[config.mk]
export PLATFORM = sky130hd
export DESIGN_NAME = i2c_monitor_top
export DESIGN_NICKNAME = d
export VERILOG_FILES = /design/src/rtl/i2c_mon_pkg.sv /design/src/rtl/i2c_mon_if.sv /design/src/rtl/i2c_line_decoder.sv /design/src/rtl/i2c_frame_tracker.sv /design/src/rtl/status_router.sv /design/src/rtl/i2c_monitor_top.sv
export VERILOG_INCLUDE_DIRS = /design/src /design/src/rtl
export SDC_FILE = /design/constraint.sdc
export NUM_CORES = 1
export LEC_CHECK = 0
export ABC_AREA = 1
export BUFFER_PORTS_ARGS = -buffer_cell sky130_fd_sc_hd__buf_2
export CAP_MARGIN = 20
export CELL_PAD_IN_SITES_DETAIL_PLACEMENT = 1
export CELL_PAD_IN_SITES_GLOBAL_PLACEMENT = 1
export CORE_MARGIN = 2
export CORE_UTILIZATION = 34
export CTS_BUF_LIST = sky130_fd_sc_hd__clkbuf_8 sky130_fd_sc_hd__clkbuf_16
export CTS_CLUSTER_DIAMETER = 60
export CTS_CLUSTER_SIZE = 10
export DETAILED_ROUTE_END_ITERATION = 8
export GPL_TIMING_DRIVEN = 0
export HOLD_SLACK_MARGIN = 0.03
export PLACE_DENSITY_LB_ADDON = 0.1
export SLEW_MARGIN = 15
export SYNTH_ARGS = -nofsm -noshare
export SYNTH_HDL_FRONTEND = slang
export SYNTH_SLANG_ARGS = --single-unit
[constraint.sdc]
create_clock -name CLK -period 2.3 [get_ports CLK]
set_input_delay 0.345 -clock CLK [delete_from_list [all_inputs] [get_ports CLK]]
set_output_delay 0.345 -clock CLK [all_outputs]
set_load 0.02 [all_outputs]
[src/rtl/i2c_mon_defs.svh]
`ifndef I2C_MON_DEFS_SVH
`define I2C_MON_DEFS_SVH

// receiver boards sit on consecutive addresses starting at the base
`define I2C_MERC_BASE      7'h10
// number of receiver boards on the backplane
`define I2C_MERC_COUNT     4

// exciter addresses, each carries one status word
`define I2C_ADDR_PENNY_FW  7'h15 // exciter firmware version
`define I2C_ADDR_ALC       7'h16 // alc reading, 12 bits
`define I2C_ADDR_FWD       7'h17 // forward power, 12 bits
`define I2C_ADDR_REV       7'h18 // reverse power, 12 bits

// equal consecutive samples needed before a filtered line may change
`define I2C_GLITCH_DEPTH   2

// the exciter range runs from the firmware address up to reverse power
// so these four must stay consecutive

`endif

[src/rtl/i2c_mon_pkg.sv]
`default_nettype none

package i2c_mon_pkg;

	// receiver view, first byte carries the active low overload bit in bit 0
	typedef struct packed {
		logic [6:0] rsvd;    // upper bits of first byte, not used
		logic       ovld_n;  // bit 0 of first byte, low means overload
		logic [7:0] version; // second byte
	} merc_view_t;

	// power view, low nibble of first byte is the top of the reading
	typedef struct packed {
		logic [3:0]  unused;  // high nibble of first byte
		logic [11:0] reading; // {first[3:0], second}
	} power_view_t;

	// two data bytes of one write, first byte in the high half
	typedef union packed {
		merc_view_t  merc;
		power_view_t power;
	} status_payload_t;

	// where the tracker is inside a write transaction
	typedef enum logic [2:0] {
		ph_idle,     // waiting for a start
		ph_addr,     // seven address bits plus r/w
		ph_addr_ack, // slave acknowledge of the address
		ph_byte0,    // first data byte
		ph_ack0,     // acknowledge after first byte, value ignored
		ph_byte1     // second data byte
	} frame_phase_t;

endpackage

`default_nettype wire

[src/rtl/i2c_mon_if.sv]
`timescale 1ns/1ps
`default_nettype none

// bus events from the line decoder, all single cycle except bit_value
interface line_event_if;
	logic start_seen; // sda fell while scl high
	logic stop_seen;  // sda rose while scl high
	logic bit_valid;  // filtered scl rising edge
	logic bit_value;  // filtered sda at that edge

	modport decoder (
		output start_seen,
		output stop_seen,
		output bit_valid,
		output bit_value
	);

	modport tracker (
		input start_seen,
		input stop_seen,
		input bit_valid,
		input bit_value
	);
endinterface

// received bytes of a matched write, handed to the status router
interface frame_if;
	import i2c_mon_pkg::*;

	logic [6:0]      addr;         // target address of current transaction
	status_payload_t payload;      // first byte high, second byte low
	logic            first_valid;  // first byte complete this cycle
	logic            second_valid; // second byte complete this cycle

	modport tracker (
		output addr,
		output payload,
		output first_valid,
		output second_valid
	);

	modport router (
		input addr,
		input payload,
		input first_valid,
		input second_valid
	);
endinterface

`default_nettype wire

[src/rtl/i2c_line_decoder.sv]
`timescale 1ns/1ps
`default_nettype none

`include "i2c_mon_defs.svh"

module i2c_line_decoder (
	input  logic          CLK,
	input  logic          rst_n,
	input  logic          scl,
	input  logic          sda,
	line_event_if.decoder ev
);

	localparam int depth = `I2C_GLITCH_DEPTH;
	localparam int cnt_w = $clog2(depth + 1);

	// both lines are handled side by side, index 1 is scl and 0 is sda
	localparam int ln_scl = 1;
	localparam int ln_sda = 0;

	logic [1:0]            sync1;  // first synchronizer stage
	logic [1:0]            sync2;  // second stage, safe to use
	logic [1:0]            filt;   // filtered line levels
	logic [1:0]            filt_d; // filtered levels one cycle back
	logic [1:0][cnt_w-1:0] cnt;    // run length of samples that differ from filt

	logic scl_hi;   // scl high now and in the previous cycle
	logic sda_fell;
	logic sda_rose;

	// a bus line idles high, so reset everything to one
	// to keep the first cycles after reset free of false edges
	always_ff @(posedge CLK or negedge rst_n) begin
		if (!rst_n) begin
			sync1  <= 2'b11;
			sync2  <= 2'b11;
			filt   <= 2'b11;
			filt_d <= 2'b11;
			cnt    <= '0;
		end else begin
			sync1  <= {scl, sda};
			sync2  <= sync1;
			filt_d <= filt; // previous level for edge detection
			for (int i = 0; i < 2; i++) begin
				if (sync2[i] == filt[i]) begin
					cnt[i] <= '0; // spike ended early, start over
				end else if (cnt[i] == cnt_w'(depth - 1)) begin
					filt[i] <= sync2[i]; // depth equal samples seen
					cnt[i]  <= '0;
				end else begin
					cnt[i] <= cnt[i] + 1'b1;
				end
			end
		end
	end

	// a change at the pins shows up in filt after 2 + depth edges
	// events below are combinational from filt, so same latency

	assign scl_hi   = filt[ln_scl] & filt_d[ln_scl];
	assign sda_fell = filt_d[ln_sda] & ~filt[ln_sda];
	assign sda_rose = ~filt_d[ln_sda] & filt[ln_sda];

	assign ev.start_seen = scl_hi & sda_fell;
	assign ev.stop_seen  = scl_hi & sda_rose;
	assign ev.bit_valid  = filt[ln_scl] & ~filt_d[ln_scl]; // scl rising edge
	assign ev.bit_value  = filt[ln_sda];                   // sampled with the edge

	// a filtered level only moves to the value the synchronizer held
	// for the last two samples, so a one cycle spike never gets through
	a_filter_run: assert property (
		@(posedge CLK) disable iff (!rst_n)
		((filt ^ $past(filt)) & ((filt ^ $past(sync2)) | (filt ^ $past(sync2, 2)))) == 2'b00
	) else $error("filtered line changed without a steady run of samples");

endmodule

`default_nettype wire

[src/rtl/i2c_frame_tracker.sv]
`timescale 1ns/1ps
`default_nettype none

`include "i2c_mon_defs.svh"

module i2c_frame_tracker (
	input  logic          CLK,
	input  logic          rst_n,
	line_event_if.tracker ev,
	frame_if.tracker      fr
);

	import i2c_mon_pkg::*;

	frame_phase_t phase;
	logic [2:0]   bit_cnt;    // bit position inside address or data byte
	logic [6:0]   addr_q;     // shifted in address, msb first
	logic [15:0]  data_q;     // both data bytes as received
	logic [15:0]  data_d;     // data_q including the bit sampled this cycle
	logic         addr_hit;   // address is one we monitor
	logic         byte_done;  // eighth bit of a byte sampled now
	logic         first_seen; // first byte strobed since the last start

	assign addr_hit =
		(addr_q >= `I2C_MERC_BASE && addr_q < `I2C_MERC_BASE + `I2C_MERC_COUNT) ||
		(addr_q >= `I2C_ADDR_PENNY_FW && addr_q <= `I2C_ADDR_REV);

	assign byte_done = ev.bit_valid && (bit_cnt == 3'd7);

	// next payload value, the strobe cycle already sees the last bit
	always_comb begin
		data_d = data_q;
		if (ev.bit_valid && phase == ph_byte0)
			data_d[15:8] = {data_q[14:8], ev.bit_value}; // msb first
		if (ev.bit_valid && phase == ph_byte1)
			data_d[7:0] = {data_q[6:0], ev.bit_value};
	end

	always_ff @(posedge CLK) begin
		data_q <= data_d;
		// the eighth bit is r/w and is not kept
		if (phase == ph_addr && ev.bit_valid && bit_cnt != 3'd7)
			addr_q <= {addr_q[5:0], ev.bit_value};
	end

	always_ff @(posedge CLK or negedge rst_n) begin
		if (!rst_n) begin
			phase   <= ph_idle;
			bit_cnt <= '0;
		end else if (ev.start_seen) begin
			phase   <= ph_addr; // also restarts a transaction in progress
			bit_cnt <= '0;
		end else if (ev.stop_seen) begin
			phase <= ph_idle;
		end else if (ev.bit_valid) begin
			case (phase)
				ph_addr: begin
					bit_cnt <= bit_cnt + 1'b1; // wraps to 0 after r/w bit
					if (bit_cnt == 3'd7)
						phase <= ph_addr_ack;
				end
				ph_addr_ack: begin
					// low sda means the board acknowledged
					phase <= (addr_hit && !ev.bit_value) ? ph_byte0 : ph_idle;
				end
				ph_byte0: begin
					bit_cnt <= bit_cnt + 1'b1;
					if (byte_done)
						phase <= ph_ack0;
				end
				ph_ack0: phase <= ph_byte1; // ack level not checked
				ph_byte1: begin
					bit_cnt <= bit_cnt + 1'b1;
					if (byte_done)
						phase <= ph_idle; // only two bytes per write
				end
				default: ; // idle ignores bits until a start
			endcase
		end
	end

	assign fr.addr         = addr_q;
	assign fr.payload      = data_d;
	assign fr.first_valid  = (phase == ph_byte0) && byte_done;
	assign fr.second_valid = (phase == ph_byte1) && byte_done;

	// remembers the first strobe so the second can be checked against it
	always_ff @(posedge CLK or negedge rst_n) begin
		if (!rst_n)
			first_seen <= 1'b0;
		else if (ev.start_seen)
			first_seen <= 1'b0;
		else if (fr.first_valid)
			first_seen <= 1'b1;
		else if (fr.second_valid)
			first_seen <= 1'b0;
	end

	// a strobe belongs to an address matched at its acknowledge,
	// and the address register must not have moved since
	a_strobe_matched: assert property (
		@(posedge CLK) disable iff (!rst_n)
		(fr.first_valid || fr.second_valid) |-> addr_hit
	) else $error("data strobe for an address that was never matched");

	a_second_after_first: assert property (
		@(posedge CLK) disable iff (!rst_n)
		fr.second_valid |-> first_seen
	) else $error("second byte without first byte in same transaction");

endmodule

`default_nettype wire

[src/rtl/status_router.sv]
`timescale 1ns/1ps
`default_nettype none

`include "i2c_mon_defs.svh"

module status_router (
	input  logic                           CLK,
	input  logic                           rst_n,
	frame_if.router                        fr,
	output logic [7:0]                     penny_fw,
	output logic [`I2C_MERC_COUNT-1:0][7:0] merc_version,
	output logic [`I2C_MERC_COUNT-1:0]     merc_ovld,
	output logic [11:0]                    alc,
	output logic [11:0]                    fwd,
	output logic [11:0]                    rev
);

	import i2c_mon_pkg::*;

	logic [`I2C_MERC_COUNT-1:0] merc_sel; // one hot over receiver boards
	logic                       penny_sel;
	logic [2:0]                 pwr_sel;  // alc, fwd, rev
	logic                       any_sel;
	logic [2:0][11:0]           pwr;      // power readings, same order as pwr_sel

	// address decode, receivers are consecutive from the base
	always_comb begin
		for (int i = 0; i < `I2C_MERC_COUNT; i++)
			merc_sel[i] = (fr.addr == 7'(`I2C_MERC_BASE + i));
	end

	assign penny_sel  = (fr.addr == `I2C_ADDR_PENNY_FW);
	assign pwr_sel[0] = (fr.addr == `I2C_ADDR_ALC);
	assign pwr_sel[1] = (fr.addr == `I2C_ADDR_FWD);
	assign pwr_sel[2] = (fr.addr == `I2C_ADDR_REV);
	assign any_sel    = (|merc_sel) | penny_sel | (|pwr_sel);

	always_ff @(posedge CLK or negedge rst_n) begin
		if (!rst_n) begin
			penny_fw     <= '0;
			merc_version <= '0;
			merc_ovld    <= '0;
			pwr          <= '0;
		end else begin
			for (int i = 0; i < `I2C_MERC_COUNT; i++) begin
				if (merc_sel[i] && fr.first_valid)
					merc_ovld[i] <= ~fr.payload.merc.ovld_n; // board reports active low
				if (merc_sel[i] && fr.second_valid)
					merc_version[i] <= fr.payload.merc.version;
			end

			if (penny_sel && fr.second_valid)
				penny_fw <= fr.payload.merc.version; // version byte, same spot

			// high nibble on first byte, low byte on second
			// a stop after the first byte leaves the low byte as it was
			for (int p = 0; p < 3; p++) begin
				if (pwr_sel[p] && fr.first_valid)
					pwr[p][11:8] <= fr.payload.power.reading[11:8];
				if (pwr_sel[p] && fr.second_valid)
					pwr[p][7:0] <= fr.payload.power.reading[7:0];
			end
		end
	end

	assign alc = pwr[0];
	assign fwd = pwr[1];
	assign rev = pwr[2];

	// the tracker only strobes for addresses that this decode covers
	a_strobe_decoded: assert property (
		@(posedge CLK) disable iff (!rst_n)
		(fr.first_valid || fr.second_valid) |-> any_sel
	) else $error("strobe for undecoded address %h", fr.addr);

endmodule

`default_nettype wire

[src/rtl/i2c_monitor_top.sv]
`timescale 1ns/1ps
`default_nettype none

`include "i2c_mon_defs.svh"

module i2c_monitor_top (
	input  logic                           CLK,
	input  logic                           rst_n,
	input  logic                           scl,          // bus clock, sampled only
	input  logic                           sda,          // bus data, sampled only
	output logic [7:0]                     penny_fw,     // exciter firmware version
	output logic [`I2C_MERC_COUNT-1:0][7:0] merc_version, // receiver firmware versions
	output logic [`I2C_MERC_COUNT-1:0]     merc_ovld,    // receiver adc overload flags
	output logic [11:0]                    alc,          // exciter output level
	output logic [11:0]                    fwd,          // forward power
	output logic [11:0]                    rev           // reverse power
);

	// bus events between decoder and tracker
	line_event_if ev_if ();

	// received bytes between tracker and router
	frame_if fr_if ();

	i2c_line_decoder u_decoder (
		.CLK   (CLK),
		.rst_n (rst_n),
		.scl   (scl),
		.sda   (sda),
		.ev    (ev_if.decoder)
	);

	i2c_frame_tracker u_tracker (
		.CLK   (CLK),
		.rst_n (rst_n),
		.ev    (ev_if.tracker),
		.fr    (fr_if.tracker)
	);

	// outputs change one cycle after the strobe of the last data bit
	status_router u_router (
		.CLK          (CLK),
		.rst_n        (rst_n),
		.fr           (fr_if.router),
		.penny_fw     (penny_fw),
		.merc_version (merc_version),
		.merc_ovld    (merc_ovld),
		.alc          (alc),
		.fwd          (fwd),
		.rev          (rev)
	);

endmodule

`default_nettype wire

==> flow_summary_export.csv, run 1 <==
group,metric,value,unit
outcome,status,"finished, final reports clean",
route,antenna_left,0,
place,placed_area,0.00527,mm^2
global_route,first_global_vias,3617,
cts,clkTransAtPathRegs,0.05,ns
global_route,grt_use_total,17.0,%
global_route,grt_pass1_wl,18700,um
sta,rsz0062_at_grt,"no",
synth,synth_area_leaders,"dfrtp_1, nand2_1, nor2_1",
cts,cts_tree,"built",
layout,areaGrowthSynthToFinish,28.6,%
floorplan,row_count,42,
route,wl,11600,um
sta,slew_violations,0,
layout,final_cell_area,0.00592,mm^2
cts,cts-htree-levels,4,
synth,netlist.area_leader.share,49.0,%
floorplan,die_h,120,um
power,p_leak,3.26,nW
synth,netlist.top_cell.by_area,"dfrtp_1",
place,place_congestion,0.785,
critical_path,start_kind,"flip-flop",
critical_path,path_class,"reg2reg",
critical_path,rr_startpoint,"u_tracker.phase[2]$_DFFE_PN0P_",
sta,fmax,499,MHz
synth,yosys_warnings,0,
synth,ys_types,31,
critical_path,rrSetupSlack,0.30,ns
place,placement.io_buffers,83,
synth,syn_inst,469,
route,drt-pass1-iter-count,4,
sta,fin_worst_skew,0.00982,ns
cts,post_cts_buffers,0,
critical_path,cpMaxStageDelayCell,"dfrtp_1",
cts,clock_latency,0.41,ns
sta,relSlewSlack,61.0,%
sta,period_needed,2.00,ns
critical_path,crit_path_max_fanout,7,
worst_hold_path,hold_path_class,"reg2reg",
route,drtIter0Drc,176,
sta,min_period_over_period,87.1,%
layout,final_common_cell,"nand2_1",
worst_hold_path,min_to,"u_decoder.sync2[0]$_DFF_PN1_",
route,drc,0,
sta,setup_violations,0,
sta,tightest_slew,0.579,ns
place,detailed_place_hpwl,8150,um
critical_path,max_stage_delay,0.46,ns
power,vdd_ir_drop_max,0.422,mV
route,wl_per_cell,15.1,um
run,maxCapViolCount,0,
power,p_per_area,999,mW/mm^2
cts,clkSinkCount,117,
global_route,grt_max_degree,67,
cts,cts_made_buffers,17,
critical_path,r2r-end,"u_router.alc[8]$_DFFE_PN0P_",
route,vias_per_cell,4.58,
floorplan,coreArea,0.0132,mm^2
worst_hold_path,hold_path.startpoint,"u_decoder.sync1[0]$_DFF_PN1_",
worst_hold_path,whs_path_depth,0,
floorplan,start_util,34.7,%
sta,hold-worst-slack,0.355,ns
critical_path,crit_required,2.58,ns
synth,synth_area,0.00460,mm^2
route,num_vias,3507,
critical_path,worst-endpoint-arrival,2.28,ns
critical_path,cp-end-kind,"flip-flop",
global_route,antenna_found_initial,0,
synth,synth.avg_cell_area,9.81,um^2
sta,finalHoldViolCount,0,
synth,synthesis.nets,475,
cts,cts_root_buf,"clkbuf_16",
floorplan,design.die.area,0.0145,mm^2
floorplan,die_x,120,um
layout,nNetsFinal,581,
synth,yosysSeqAreaShare,63.3,%
layout,layout_common_cells,"nand2_1, dfrtp_1, buf_2, nor2_1, a21oi_1",
layout,drive_gt1_share,24.0,%
global_route,overflow,0,
critical_path,reg2reg_depth,8,
critical_path,crit_chain,"inv_1 > nand3_1 > nor2_1 > nand2_1 > nor2_1 > inv_1 > nand2_1 > o21ai_0",
cts,cts_buffer_depth,2,
synth,synth_seq_cells,117,
floorplan,io_pins,84,
## worst max-delay path by stage
stage	startpoint	end	slack [ns]	cells past startpoint
finish	u_tracker.phase[2]$_DFFE_PN0P_	u_router.alc[8]$_DFFE_PN0P_	0.30	8
global route	u_tracker.phase[2]$_DFFE_PN0P_	u_router.alc[8]$_DFFE_PN0P_	0.02	8
CTS	u_tracker.phase[2]$_DFFE_PN0P_	u_router.merc_ovld[0]$_DFFE_PN0P_	0.08	7
detailed placement	u_tracker.phase[2]$_DFFE_PN0P_	u_router.merc_ovld[0]$_DFFE_PN0P_	0.09	7
global placement	rst_n	u_router.merc_version[15]$_DFFE_PN0P_	-0.17	1
floorplan	u_decoder.filt[1]$_DFFE_PN1P_	u_router.merc_version[30]$_DFFE_PN0P_	0.64	9
## critical path: cells and delay by family (launching register included)
family	cells	cell delay (ns)
simple gates	5	1.08
buf+inv	2	0.28
compound gates	1	0.07
flops	1	0.46
## flip-flops by register name, summed over array words and instances (netlist names)
register               count
u_router.fwd              12
u_router.penny_fw          8
u_tracker.phase            3
u_router.merc_ovld         4
u_decoder.filt             2
u_router.alc              12
u_decoder.sync2            2
u_decoder.sync1            2
u_router.rev              12
u_decoder.filt_d           2
u_decoder.cnt              4
u_tracker.bit_cnt          3
u_tracker.data_q          12
u_router.merc_version     32
u_tracker.fr.addr          7
## final cells by class
cell class / instances / area [um^2]
Timing Repair Buffer: 87 / 479
Antenna cell: 1 / 2.50
Multi-Input combinational cell: 300 / 1460
Fill cell: 1549 / 7330
Buffer: 8 / 57.6
Clock buffer: 20 / 478
Sequential cell: 117 / 2910
Inverter: 44 / 173
Clock inverter: 12 / 136
Tap cell: 176 / 220
## through the flow
step	cells	utilization, %	setup slack, ns	setup TNS, ns	power [W]
3_5_place_dp	729	39.8	0.0896	0	0.00325
6_report	765	44.7	0.296	0	0.00591
5_1_grt	764	44.7	0.0229	0	0.00620
2_1_floorplan	469	-	0.640	0	0.00297
4_1_cts	764	44.7	0.0762	0	0.00599
3_3_place_gp	728	39.5	-0.170	-14.38	0.00321
## synthesized netlist by cell type
cell type / number
nand4_2: 1
inv_2: 1
dfxtp_1: 12
buf_2: 1
nand4_4: 1
nand3_4: 1
clkbuf_1: 2
o21ai_0: 36
buf_6: 2
nand3_1: 10
inv_4: 1
nor2_8: 7
dfrtp_1: 90
inv_1: 41
nand2_2: 2
dfstp_2: 8
nor4_1: 1
o21ai_1: 3
edfxtp_1: 7
mux2i_1: 1
nor2_1: 67
buf_4: 3
xnor2_1: 2
a21o_1: 1
inv_6: 1
o22ai_1: 1
nor2_2: 1
ha_1: 2
nand2_1: 110
a21oi_1: 48
nor3_1: 5
## kinds of logic after synthesis
group / share of synthesized area [%]
buffers and inverters: 5.00
AND/OR/NAND/NOR: 20.8
flip-flops: 63.3
AO/OA/AOI/OAI: 9.76
multiplexers: 0.218
adder cells (fa/ha/maj): 0.544
XOR/XNOR: 0.381
## power breakdown
group	total (W)	internal, W	switching (W)
Combinational	0.000745	0.000211	0.000534
Clock	0.00271	0.00180	0.000904
Sequential	0.00246	0.00230	0.000157
Total	0.00591	0.00431	0.00160
## what timing repair did
action                                 in CTS  in global routing
endpoints found under the hold margin      26                  0
resized for setup                           0                  1
hold buffers                                3                  0
setup endpoints to repair                   0                  5
## metal layers
| layer | GRT usage [%] | share of wire (%) |
|---|---|---|
| met5 | 0 | 0 |
| met4 | 6.76 | 1.5 |
| met3 | 4.10 | 3.9 |
| met2 | 27.7 | 48 |
| met1 | 21.8 | 47 |
(Power assumes the default switching activity.)
==> run 2: changes to the inputs <==
- CORE_UTILIZATION: 34 -> 35
- SYNTH_HIERARCHICAL: not set -> 1
==> run 2 against run 1 <==
Count of clock-buffer cells in the layout increased by 3; fmax decreased by 8.1%; combinational power increased by 56%.
==> flow_summary_export.csv, run 2 <==
group,metric,value,unit
cts,cts_made_buffers,17,
power,clockPowerShare,44.2,%
sta,fmax,459,MHz
critical_path,endpoint,"u_router/penny_fw[1]$_DFFE_PN0P_",
layout,drive_gt1_share,30.6,%
floorplan,die_x,123,um
cts,cts_buffer_depth,2,
power,pwr-share-comb,17.7,%
global_route,globalRouteMet3Util,4.57,%
power,p_int,0.00466,W
synth,synthesis.nets,566,
cts,cts-htree-levels,4,
power,vdd_ir_drop_max,0.489,mV
global_route,overflow,0,
layout,fillers,1656,
critical_path,rr_startpoint,"u_decoder/filt[1]$_DFFE_PN1P_",
critical_path,path_class,"reg2reg",
sta,period_needed,2.18,ns
route,wl_per_cell,16.4,um
cts,clkSinkCount,117,
synth,syn_inst,560,
sta,slew_violations,0,
floorplan,coreArea,0.0139,mm^2
layout,areaGrowthSynthToFinish,32.8,%
worst_hold_path,hold_path_class,"reg2reg",
layout,final_common_cell,"nand2_1",
place,place_congestion,0.764,
layout,largest_reg_flops,32,
global_route,top_usage_layer,"met2",
floorplan,row_count,43,
critical_path,worst-endpoint-arrival,2.54,ns
place,detailed_place_hpwl,9860,um
route,drc,0,
global_route,grt_use_total,20.0,%
sta,fin_worst_skew,0.0146,ns
cts,cts_tree,"built",
critical_path,rrSetupSlack,0.12,ns
sta,min_period_over_period,94.8,%
critical_path,crit_start,"u_decoder/filt[1]$_DFFE_PN1P_",
cts,cts_root_buf,"clkbuf_16",
global_route,grt_max_degree,72,
layout,layout_common_cells,"nand2_1, buf_2, dfrtp_1, nand3_1, nand4_1",
worst_hold_path,whs_path_depth,0,
power,p_per_area,986,mW/mm^2
cts,clkTransAtPathRegs,0.05,ns
layout,final-instance-count-excl-fill,882,
worst_hold_path,hold_path.startpoint,"u_decoder/sync1[0]$_DFF_PN1_",
global_route,antenna_found_initial,0,
layout,regArea,0.00291,mm^2
synth,synth.avg_cell_area,8.92,um^2
floorplan,io_pins,84,
sta,tightest_slew,0.776,ns
power,p_seq_share,38.1,%
critical_path,cp-end-kind,"flip-flop",
power,power.share.switching,28.8,%
route,vias_per_cell,4.91,
global_route,grtUsageMet2,32.5,%
critical_path,start_kind,"flip-flop",
floorplan,start_util,35.9,%
route,drt-pass1-iter-count,4,
cts,clock_latency,0.42,ns
critical_path,crit_required,2.66,ns
layout,num_antenna_cells,0,
global_route,first_global_vias,4443,
sta,setup_violations,0,
power,finalPower,0.00654,W
route,antenna_left,0,
sta,finalHoldViolCount,0,
route,num_vias,4335,
critical_path,crit_path_max_fanout,7,
sta,relSlewSlack,47.9,%
sta,rsz0062_at_grt,"yes",
floorplan,design.die.area,0.0152,mm^2
outcome,status,"finished, final reports clean",
place,placed_cells,824,
synth,synth_area,0.00500,mm^2
global_route,use_met1,25.6,%
layout,multi_input_area,0.00183,mm^2
synth,yosys_warnings,6,
floorplan,die_h,123,um
route,drtIter0Drc,170,
place,place_ws,-0.244,ns
sta,fin_ws,0.119,ns
power,p_sw,0.00188,W
place,placement.io_buffers,83,
layout,nNetsFinal,695,
route,wl,14500,um
global_route,grt_pass1_wl,22900,um
critical_path,r2r-end,"u_router/penny_fw[1]$_DFFE_PN0P_",
run,maxCapViolCount,0,
layout,largest_register,"u_router/merc_version",
power,p_leak,3.70,nW
critical_path,reg2reg_depth,14,
run 2: critical path: stages, from the launching register on:
cell and delay, ns:
dfstp_2 0.57, inv_4 0.04, nor2_4 0.13, nand2_4 0.08
inv_4 0.08, nand3_4 0.11, buf_8 0.16, nor2_4 0.13
buf_6 0.15, nand3_4 0.08, nor2_4 0.14, buf_12 0.15
buf_6 0.12, nand3_1 0.08, nand2_1 0.09
run 2: area by class of cell:
type	count	share of cell area (%)
timing repair buffer	110	10.1
multi-input combinational	377	27.6
buffer	30	3.04
clock inverter	9	2.21
sequential	117	43.9
tap	180	3.39
clock buffer	23	7.66
inverter	36	2.11
run 2: how the worst min path moves through the flow:
stage                                         endpoint  slack, ns
final                     u_decoder/sync2[0]$_DFF_PN1_       0.35
after global routing      u_decoder/sync2[0]$_DFF_PN1_       0.36
after CTS                  u_router/fwd[9]$_DFFE_PN0P_       0.36
after detailed placement   u_router/fwd[9]$_DFFE_PN0P_       0.23
after global placement    u_decoder/sync2[1]$_DFF_PN1_       0.35
after floorplan             u_decoder/cnt[0]$_DFF_PN0_       0.05
run 2: through the flow:
stage          area [um^2]  TNS [ns]  hold slack (ns)  utilization (%)
6_report              6640         0            0.353             47.6
5_1_grt               6640    -0.103            0.357             47.6
4_1_cts               6450         0            0.355             46.3
3_5_place_dp          5680     -5.65            0.233             40.7
3_3_place_gp          5640    -20.25            0.347             40.5
2_1_floorplan         5000         0           0.0494                -
run 2: power by group through the flow:
| stage | logic [W] | clock network (W) | registers, W |
|---|---|---|---|
| 2_1_floorplan | 0.000699 | 0 | 0.00247 |
| 3_3_place_gp | 0.000990 | 0 | 0.00250 |
| 3_5_place_dp | 0.00104 | 0 | 0.00252 |
| 4_1_cts | 0.00107 | 0.00295 | 0.00248 |
| 5_1_grt | 0.00130 | 0.00307 | 0.00253 |
| 6_report | 0.00116 | 0.00289 | 0.00249 |
run 2: routing by layer:
layer / up-vias / part of all wire (%) / routed length, um
li1: 2083 / - / -
met1: 2140 / 45 / 6500
met2: 94 / 49 / 7160
met3: 18 / 4.1 / 595
met4: 0 / 1.6 / 238
met5: - / 0 / 0
run 2: repair_timing:
| action | CTS | global route |
|---|---|---|
| endpoints found under the setup margin | 70 | 80 |
| endpoints found under the hold margin | 29 | 0 |
| pin swaps | 1 | 6 |
| buffers inserted | 5 | 16 |
| gates cloned | 1 | 1 |
| resized for setup | 11 | 21 |
| hold buffers | 3 | 0 |
